## src/design/crypto_scalar_cfg.svh

```systemverilog
`ifndef CRYPTO_SCALAR_CFG_SVH
`define CRYPTO_SCALAR_CFG_SVH

// Datapath word width
`define CRYPTO_XLEN 32

// Instruction tag returned with the result
`define CRYPTO_ID_W 4

// Destination register address
`define CRYPTO_RD_W 5

`endif

```

## src/design/crypto_instr_pkg.sv

```systemverilog
package crypto_instr_pkg;

  // Execution unit selected at issue
  typedef enum logic [1:0] {
    OP_NONE     = 2'd0,
    OP_BITMANIP = 2'd1,
    OP_SHA256   = 2'd2,
    OP_SM3      = 2'd3
  } opcode_e;

  // Bit-manipulation sub-operation, instr[14:12]
  typedef enum logic [2:0] {
    BM_BREV8    = 3'd0,
    BM_PACK     = 3'd1,
    BM_PACKH    = 3'd2,
    BM_XPERM4   = 3'd3,
    BM_XPERM8   = 3'd4,
    BM_ZIP      = 3'd5,
    BM_UNZIP    = 3'd6,
    BM_RESERVED = 3'd7
  } bitmanip_op_e;

  // SHA-256 sub-operation, instr[21:20]
  typedef enum logic [1:0] {
    SUM0 = 2'd0,
    SUM1 = 2'd1,
    SIG0 = 2'd2,
    SIG1 = 2'd3
  } sha256_op_e;

  // SM3 sub-operation, instr[20]
  typedef enum logic {
    P0 = 1'b0,
    P1 = 1'b1
  } sm3_op_e;

endpackage

```

## src/design/crypto_wb_pkg.sv

```systemverilog
`include "crypto_scalar_cfg.svh"

package crypto_wb_pkg;

  // Operand and result word
  typedef logic [`CRYPTO_XLEN-1:0] word_t;

  // Tag handed back to the issuing core
  typedef logic [`CRYPTO_ID_W-1:0] id_t;

  // Destination register index
  typedef logic [`CRYPTO_RD_W-1:0] rd_t;

endpackage
```

## src/design/crypto_bitmanip.sv

```systemverilog
`timescale 1ns/1ps
`include "crypto_scalar_cfg.svh"

module crypto_bitmanip (
  input  logic [31:0]          instr_i,
  input  crypto_wb_pkg::word_t rs1_i,
  input  crypto_wb_pkg::word_t rs2_i,
  output crypto_wb_pkg::word_t result_o
);

  crypto_instr_pkg::bitmanip_op_e op;

  crypto_wb_pkg::word_t brev8_res;
  crypto_wb_pkg::word_t pack_res;
  crypto_wb_pkg::word_t packh_res;
  crypto_wb_pkg::word_t xperm4_res;
  crypto_wb_pkg::word_t xperm8_res;
  crypto_wb_pkg::word_t zip_res;
  crypto_wb_pkg::word_t unzip_res;

  assign op = crypto_instr_pkg::bitmanip_op_e'(instr_i[14:12]); // funct3 field

  ////////////////////
  // Byte-wise ops
  ////////////////////

  always_comb begin
    for (int b = 0; b < `CRYPTO_XLEN / 8; b++) begin
      for (int i = 0; i < 8; i++) begin
        brev8_res[8*b + i] = rs1_i[8*b + 7 - i]; // Mirror within byte
      end
    end
  end

  assign pack_res  = {rs2_i[`CRYPTO_XLEN/2-1:0], rs1_i[`CRYPTO_XLEN/2-1:0]};
  assign packh_res = {{(`CRYPTO_XLEN-16){1'b0}}, rs2_i[7:0], rs1_i[7:0]};

  ////////////////////
  // Crossbar permutes
  ////////////////////

  // Each lane of rs2 picks one lane of rs1; indices past the word read zero
  always_comb begin
    for (int b = 0; b < `CRYPTO_XLEN / 8; b++) begin
      if (rs2_i[8*b +: 8] < (`CRYPTO_XLEN / 8)) begin
        xperm8_res[8*b +: 8] = rs1_i[8*rs2_i[8*b +: 2] +: 8];
      end else begin
        xperm8_res[8*b +: 8] = 8'h00; // Out of range
      end
    end
  end

  always_comb begin
    for (int n = 0; n < `CRYPTO_XLEN / 4; n++) begin
      if (rs2_i[4*n +: 4] < (`CRYPTO_XLEN / 4)) begin
        xperm4_res[4*n +: 4] = rs1_i[4*rs2_i[4*n +: 3] +: 4];
      end else begin
        xperm4_res[4*n +: 4] = 4'h0; // Index 8 and up
      end
    end
  end

  ////////////////////
  // Bit interleave
  ////////////////////

  always_comb begin
    for (int i = 0; i < `CRYPTO_XLEN / 2; i++) begin
      zip_res[2*i]                   = rs1_i[i];                   // Low half to even bits
      zip_res[2*i + 1]               = rs1_i[i + `CRYPTO_XLEN/2];  // High half to odd bits
      unzip_res[i]                   = rs1_i[2*i];
      unzip_res[i + `CRYPTO_XLEN/2]  = rs1_i[2*i + 1];
    end
  end

  always_comb begin
    case (op)
      crypto_instr_pkg::BM_BREV8:  result_o = brev8_res;
      crypto_instr_pkg::BM_PACK:   result_o = pack_res;
      crypto_instr_pkg::BM_PACKH:  result_o = packh_res;
      crypto_instr_pkg::BM_XPERM4: result_o = xperm4_res;
      crypto_instr_pkg::BM_XPERM8: result_o = xperm8_res;
      crypto_instr_pkg::BM_ZIP:    result_o = zip_res;
      crypto_instr_pkg::BM_UNZIP:  result_o = unzip_res;
      default:                     result_o = '0; // Reserved encoding
    endcase
  end

endmodule

```

## src/design/crypto_result_stage.sv

```systemverilog
`timescale 1ns/1ps

module crypto_result_stage (
  input  logic                       clk_i,
  input  logic                       rst_ni,
  input  logic                       valid_i,
  input  crypto_instr_pkg::opcode_e  opcode_i,
  input  crypto_wb_pkg::id_t         id_i,
  input  crypto_wb_pkg::rd_t         rd_i,
  input  crypto_wb_pkg::word_t       bitmanip_result_i,
  input  crypto_wb_pkg::word_t       sha256_result_i,
  input  crypto_wb_pkg::word_t       sm3_result_i,
  output logic                       valid_o,
  output crypto_wb_pkg::word_t       result_o,
  output crypto_wb_pkg::id_t         id_o,
  output crypto_wb_pkg::rd_t         rd_o
);

  crypto_wb_pkg::word_t unit_result;

  logic                 valid_d;
  crypto_wb_pkg::word_t result_d;
  crypto_wb_pkg::id_t   id_d;
  crypto_wb_pkg::rd_t   rd_d;

  logic                 valid_q;
  crypto_wb_pkg::word_t result_q;
  crypto_wb_pkg::id_t   id_q;
  crypto_wb_pkg::rd_t   rd_q;

  ////////////////////
  // Result select
  ////////////////////

  always_comb begin
    case (opcode_i)
      crypto_instr_pkg::OP_BITMANIP: unit_result = bitmanip_result_i;
      crypto_instr_pkg::OP_SHA256:   unit_result = sha256_result_i;
      crypto_instr_pkg::OP_SM3:      unit_result = sm3_result_i;
      default:                       unit_result = '0;
    endcase
  end

  assign valid_d = valid_i && (opcode_i != crypto_instr_pkg::OP_NONE);

  // Idle and OP_NONE cycles write back an all-zero bundle
  assign result_d = valid_d ? unit_result : '0;
  assign id_d     = valid_d ? id_i : '0;
  assign rd_d     = valid_d ? rd_i : '0;

  ////////////////////
  // Writeback register
  ////////////////////

  always_ff @(posedge clk_i or negedge rst_ni) begin
    if (!rst_ni) begin
      valid_q  <= 1'b0;
      result_q <= '0;
      id_q     <= '0;
      rd_q     <= '0;
    end else begin
      valid_q  <= valid_d;
      result_q <= result_d;
      id_q     <= id_d;
      rd_q     <= rd_d;
    end
  end

  assign valid_o  = valid_q;
  assign result_o = result_q;
  assign id_o     = id_q;
  assign rd_o     = rd_q;

endmodule

```

## src/design/crypto_scalar_fu.sv

```systemverilog
`timescale 1ns/1ps

module crypto_scalar_fu (
  input  logic                      clk_i,
  input  logic                      rst_ni,
  input  logic                      valid_i,
  input  crypto_instr_pkg::opcode_e opcode_i,
  input  logic [31:0]               instr_i,
  input  crypto_wb_pkg::word_t      rs1_i,
  input  crypto_wb_pkg::word_t      rs2_i,
  input  crypto_wb_pkg::id_t        id_i,
  input  crypto_wb_pkg::rd_t        rd_i,
  output logic                      valid_o,
  output crypto_wb_pkg::word_t      result_o,
  output crypto_wb_pkg::id_t        id_o,
  output crypto_wb_pkg::rd_t        rd_o
);

  crypto_wb_pkg::word_t bitmanip_result;
  crypto_wb_pkg::word_t sha256_result;
  crypto_wb_pkg::word_t sm3_result;

  ////////////////////
  // Execution units
  ////////////////////

  crypto_bitmanip i_bitmanip (
    .instr_i  (instr_i),
    .rs1_i    (rs1_i),
    .rs2_i    (rs2_i),
    .result_o (bitmanip_result)
  );

  crypto_sha256 i_sha256 (
    .instr_i  (instr_i),
    .rs1_i    (rs1_i),
    .result_o (sha256_result)
  );

  crypto_sm3 i_sm3 (
    .instr_i  (instr_i),
    .rs1_i    (rs1_i),
    .result_o (sm3_result)
  );

  crypto_result_stage i_result_stage (
    .clk_i             (clk_i),
    .rst_ni            (rst_ni),
    .valid_i           (valid_i),
    .opcode_i          (opcode_i),
    .id_i              (id_i),
    .rd_i              (rd_i),
    .bitmanip_result_i (bitmanip_result),
    .sha256_result_i   (sha256_result),
    .sm3_result_i      (sm3_result),
    .valid_o           (valid_o),
    .result_o          (result_o),
    .id_o              (id_o),
    .rd_o              (rd_o)
  );

endmodule

```

## src/design/crypto_sha256.sv

```systemverilog
`timescale 1ns/1ps
`include "crypto_scalar_cfg.svh"

module crypto_sha256 (
  input  logic [31:0]          instr_i,
  input  crypto_wb_pkg::word_t rs1_i,
  output crypto_wb_pkg::word_t result_o
);

  crypto_instr_pkg::sha256_op_e op;

  crypto_wb_pkg::word_t sum0;
  crypto_wb_pkg::word_t sum1;
  crypto_wb_pkg::word_t sig0;
  crypto_wb_pkg::word_t sig1;

  function automatic crypto_wb_pkg::word_t ror(input crypto_wb_pkg::word_t x,
                                               input int unsigned n);
    return (x >> n) | (x << (`CRYPTO_XLEN - n));
  endfunction

  assign op = crypto_instr_pkg::sha256_op_e'(instr_i[21:20]); // Select in rs2 field

  // Compression round functions
  assign sum0 = ror(rs1_i, 2) ^ ror(rs1_i, 13) ^ ror(rs1_i, 22);
  assign sum1 = ror(rs1_i, 6) ^ ror(rs1_i, 11) ^ ror(rs1_i, 25);

  // Message schedule functions
  assign sig0 = ror(rs1_i, 7) ^ ror(rs1_i, 18) ^ (rs1_i >> 3);
  assign sig1 = ror(rs1_i, 17) ^ ror(rs1_i, 19) ^ (rs1_i >> 10);

  always_comb begin
    case (op)
      crypto_instr_pkg::SUM0: result_o = sum0;
      crypto_instr_pkg::SUM1: result_o = sum1;
      crypto_instr_pkg::SIG0: result_o = sig0;
      default:                result_o = sig1;
    endcase
  end

endmodule

```

## src/design/crypto_sm3.sv

```systemverilog
`timescale 1ns/1ps
`include "crypto_scalar_cfg.svh"

module crypto_sm3 (
  input  logic [31:0]          instr_i,
  input  crypto_wb_pkg::word_t rs1_i,
  output crypto_wb_pkg::word_t result_o
);

  crypto_instr_pkg::sm3_op_e op;

  crypto_wb_pkg::word_t p0;
  crypto_wb_pkg::word_t p1;

  function automatic crypto_wb_pkg::word_t rol(input crypto_wb_pkg::word_t x,
                                               input int unsigned n);
    return (x << n) | (x >> (`CRYPTO_XLEN - n));
  endfunction

  assign op = crypto_instr_pkg::sm3_op_e'(instr_i[20]);

  assign p0 = rs1_i ^ rol(rs1_i, 9) ^ rol(rs1_i, 17);  // Compression permutation
  assign p1 = rs1_i ^ rol(rs1_i, 15) ^ rol(rs1_i, 23); // Expansion permutation

  assign result_o = (op == crypto_instr_pkg::P1) ? p1 : p0;

endmodule

```

## config.mk

```make
export PLATFORM = sky130hd
export DESIGN_NAME = crypto_scalar_fu
export DESIGN_NICKNAME = d
export VERILOG_FILES = /design/src/design/crypto_instr_pkg.sv /design/src/design/crypto_wb_pkg.sv /design/src/design/crypto_bitmanip.sv /design/src/design/crypto_result_stage.sv /design/src/design/crypto_scalar_fu.sv /design/src/design/crypto_sha256.sv /design/src/design/crypto_sm3.sv
export VERILOG_INCLUDE_DIRS = /design/src /design/src/design
export SDC_FILE = /design/constraint.sdc
export NUM_CORES = 1
export LEC_CHECK = 0
export BUFFER_PORTS_ARGS = -buffer_cell sky130_fd_sc_hd__buf_2
export CAP_MARGIN = 20
export CORE_MARGIN = 2
export CORE_UTILIZATION = 54
export CTS_CLUSTER_SIZE = 14
export DETAILED_ROUTE_END_ITERATION = 10
export PLACE_DENSITY = 0.79
export RECOVER_POWER = 25
export SLEW_MARGIN = 40
export SYNTH_ARGS = -nofsm -noshare
export SYNTH_HDL_FRONTEND = slang
export SYNTH_SLANG_ARGS = --single-unit
```

## constraint.sdc

```tcl
create_clock -name clk_i -period 0.8 [get_ports clk_i]
set_clock_uncertainty 0.1 [all_clocks]
set_input_delay 0.16 -clock clk_i [delete_from_list [all_inputs] [get_ports clk_i]]
set_output_delay 0.16 -clock clk_i [all_outputs]
set_load 0.1 [all_outputs]
```

==> metrics.cfg, run 1 <==
[status]
outcome=did not finish
lastStage=5_1_grt
error_line=[ERROR GRT-0232] Routing congestion too high. Check the congestion heatmap in the GUI.

[floorplanning]
initial_utilization=0.5494
rows=49
num_io_pins=152
die_w_um=139.0
die_h_um=139.0

[synth]
synth_area_leader_cell=mux4_2
synth_area_per_cell_um2=9.385
async_flop_share=1.000
yosys_register_bits=42
netlist-cell-type-count=58
ys_seq_area_frac=0.1069
yosysWarnings=0
yosys-top-cells-area=mux4_2 18%, xnor2_1 18%, dfrtp_1 11%
synth_area_um2=9836
synth_flop_cell=dfrtp_1
syn_nets=1158
synth_cells=1048
yosys.area.top_type_share=0.1786
synth_edf_count=0

[placed_design]
dp_hpwl_um=38080
port_buffers=124
gp_congestion=1.184
place_area_um2=14220

[clock_tree]
cts_sinks=42
cts_root_buf=clkbuf_16
clockBufferDepth=2
htreeDepth=2
cts_buffers=5

[sta]
worstEndpointGrtRepair=i_result_stage.result_o[27]$_DFF_PN0_/D
worstEndpointType=register data pin

[global_routing]
grt_overflow=190
grt_use_total=0.8426
grt_max_degree=43

routing by layer:
metal  overflow  track usage
met3          7       0.6930
met1          0       0.8476
met5          0       0.4411
met2        106       0.9707
met4         77       0.8830
timing repair:
action / 4_1_cts
setup endpoints to repair: 79
hold buffers: 1
pin swaps: 67
resized for setup: 279
cloned: 5
buffers inserted: 54
hold endpoints to repair: 48
per-stage QoR:
stage	setup slack (ns)	cells
2_1_floorplan	-0.8409	1048
3_3_place_gp	-1.595	1609
3_5_place_dp	-1.560	1609
4_1_cts	-1.108	1674
Yosys cell counts (19+ instances only):
library cell,number
clkbuf_1,37
nor2_1,19
a22oi_1,43
mux2i_1,67
mux4_2,78
a221o_1,19
o21ai_0,47
xor2_1,76
nand2_1,33
a221oi_1,25
dfrtp_1,42
xnor2_1,199
buf_2,108
logic make-up after synthesis:
kind of cell,Yosys count,share of synthesized area
mux,164,0.2853
xor+xnor,275,0.2449
simple gates,135,0.07378
buf+inv,177,0.09248
flops,42,0.1069
compound gates,255,0.1967
==> run 2, diff against run 1 <==
--- a/config.mk
+++ b/config.mk
@@ -9,10 +9,9 @@
 export BUFFER_PORTS_ARGS = -buffer_cell sky130_fd_sc_hd__buf_2
 export CAP_MARGIN = 20
 export CORE_MARGIN = 2
-export CORE_UTILIZATION = 54
-export CTS_CLUSTER_SIZE = 14
+export CORE_UTILIZATION = 40
 export DETAILED_ROUTE_END_ITERATION = 10
-export PLACE_DENSITY = 0.79
+export PLACE_DENSITY_LB_ADDON = 0.15
 export RECOVER_POWER = 25
 export SLEW_MARGIN = 40
 export SYNTH_ARGS = -nofsm -noshare
==> constraint.sdc (replaced) <==
create_clock -name clk_i -period 1.04 [get_ports clk_i]
set_clock_uncertainty 0.1 [all_clocks]
set_input_delay 0.208 -clock clk_i [delete_from_list [all_inputs] [get_ports clk_i]]
set_output_delay 0.208 -clock clk_i [all_outputs]
set_load 0.1 [all_outputs]
==> run 2 against run 1 <==
Against the previous run:
- the flow now finishes, with violations (negative setup slack)
- synthesized cell count is the same
- synthesized area stayed put
==> metrics.cfg, run 2 <==
[final_layout]
drive_above_1_share=0.6028
final_cell_area_um2=17110
nets=1597
layout_common_cells=344 x buf_4, 182 x xnor2_1, 110 x buf_12
area_growth_pct=73.96
layout_commonest_cell=buf_4
largest_reg_flops=32
fillers=1780

[synth]
yosys_register_bits=42
ys_seq_area_frac=0.1069
synth.most_common_cell=xnor2_1
syn_nets=1158
synth_cells=1048
yosys-top-cells-area=mux4_2 18%, xnor2_1 18%, dfrtp_1 11%
async_flop_share=1.000
synth_common_cells=199 x xnor2_1, 108 x buf_2, 78 x mux4_2
yosysWarnings=0
synth_area_um2=9836
synth_area_leader_cell=mux4_2
netlist-cell-type-count=58
synth_edf_count=0
synth_flop_cell=dfrtp_1
synth_area_per_cell_um2=9.385
yosys.area.top_type_share=0.1786

[sta]
worst_pin_slew_ns=0.6696
rsz0062_at_grt=yes
setup_viol=74
fmax_mhz=566.1
layout_setup_ws_ns=-0.7265
maxSlewViolCount=0
hold_violations=0
relSlewSlack=0.5516
fin_crit_ns=1.766
finalCritPeriodShare=1.699

[floorplanning]
num_io_pins=152
initial_utilization=0.4056
dieArea_um2=25860
die_w_um=160.8
rows=57
fp.coreArea_um2=24250
die_h_um=160.8

[clock_tree]
clk_pin_slew_ns=0.07
cts_sinks=42
clockBufferDepth=2
htreeDepth=2
cts_buffers=5
cts_root_buf=clkbuf_16
cts_tree=done

[worst_setup_path]
crit_path_end_kind=flip-flop
worstSetupPathType=in -> reg
worst_ep_arrival_time_ns=1.91
worstPathRequired_ns=1.19
crit_path_max_fanout=7
start_kind=input pin

[global_routing]
grt_pass1_vias=11790
busiest_layer=met2
use_met3=0.1080
grt_util_met2=0.6275
antenna_found_initial=0
grt_max_degree=43
grt_use_total=0.4034
grtUsageMet1=0.4986
grt_first_pass_wirelength_um=77360
grt_overflow=0

[detailed_routing]
routed_wl_um=53190
drc=0
via_count=11750
ant_nets=0
wl_per_cell_um=29.34
drt_iter0_markers=1379
vias_per_cell=6.480
drt_first_pass_iters=6

[pwr]
swShare=0.4360
p_seq_frac=0.144
p_per_area_nw_per_um2=784.2
clock_power_share=0.146
p_leak_nw=6.997
ir_drop_mv=0.6182
p_total_mw=13.42
netSwitchingPower_mw=5.850
p_int_mw=7.568
combPwrFrac=0.710

[min_path]
hold_class=in -> reg

[placed_design]
gp_congestion=1.017
dp_hpwl_um=37980
port_buffers=124
place_area_um2=14140

[status]
outcome=finished with violations
violations=negative setup slack

[flow_run]
cap_violations=0

-- run 2: final cells by class --
type / count / area [um^2] / share of cell area
multi-input combinational: 829 / 8929 / 0.5218
timing repair buffer: 605 / 6487 / 0.3792
sequential: 42 / 1102 / 0.06442
tap: 324 / 405.4 / 0.02369
clock buffer: 5 / 125.1 / 0.007313
clock inverter: 3 / 43.79 / 0.002559
inverter: 4 / 15.01 / 0.0008775
antenna: 1 / 2.502 / 0.0001463
-- run 2: power by group through the flow --
stage / Combinational [mW] / Clock [mW] / Sequential [mW]
after floorplan: 3.97 / 0 / 2.85
after global placement: 7.91 / 0 / 1.96
after detailed placement: 7.96 / 0 / 1.96
after CTS: 9.11 / 1.95 / 1.93
after global routing: 9.83 / 1.98 / 1.94
final: 9.53 / 1.96 / 1.93
-- run 2: worst paths after layout --
| path | to | startpoint | slack, ns | depth (start not counted) |
|---|---|---|---|---|
| worst max-delay path | i_result_stage.result_o[21]$_DFF_PN0_ | instr_i[12] | -0.73 | 7 |
| worst min-delay path | i_result_stage.id_o[2]$_DFF_PN0_ | id_i[2] | 0.008 | 2 |
| max in group asynchronous | i_result_stage.id_o[2]$_DFF_PN0_ | rst_ni | 0.10 | 3 |
| min in group asynchronous | i_result_stage.result_o[13]$_DFF_PN0_ | rst_ni | 0.37 | 3 |
-- run 2: repair_timing --
action / CTS / global route
setup endpoints to repair: 74 / 74
pin swaps: 86 / 43
setup buffers: 71 / 12
hold endpoints to repair: 43 / 0
cloned: 6 / 1
hold buffers: 2 / 0
resized for setup: 390 / 49
-- run 2: metal layers --
metal | vias to the layer above | part of all wire | routed length [um]
met5 | - | 0.00064 | 34
met4 | 2 | 0.081 | 4326
met3 | 279 | 0.12 | 6412
met2 | 949 | 0.44 | 23200
met1 | 5700 | 0.36 | 19210
li1 | 4819 | - | -
-- run 2: worst max-delay path, stage by stage --
cell and delay (ns):
buf_12 0.12, nor3b_2 0.57, and3_4 0.37, buf_4 0.14
nand2_1 0.07, a31oi_2 0.29, a211o_1 0.14
-- run 2: logic make-up (layout without fill, tap and decap cells) --
group,count (synthesis),in the layout,share of synthesized area
AOI/OAI and AO/OA,255,255,0.1967
xor gates and xnor gates,275,275,0.2449
buffers and inverters,177,617,0.09248
DFF,42,42,0.1069
muxes,164,164,0.2853
other,0,1,0
and+or+nand+nor,135,135,0.07378
-- run 2: metrics by stage --
stage / utilization / worst slack (ns) / hold slack [ns] / std cells / TNS [ns]
after CTS: 0.6909 / -0.6545 / 0.002248 / 1802 / -24.16
final: 0.7056 / -0.7265 / 0.008205 / 1813 / -26.92
after floorplan: - / -0.6489 / -0.1876 / 1048 / -18.31
after detailed placement: 0.5832 / -1.243 / 0.1146 / 1718 / -34.41
after global routing: 0.7055 / -0.7057 / 0.01168 / 1812 / -27.51
after global placement: 0.5832 / -1.246 / 0.1084 / 1718 / -34.26
Note: power is estimated with default switching activity, not from simulation.
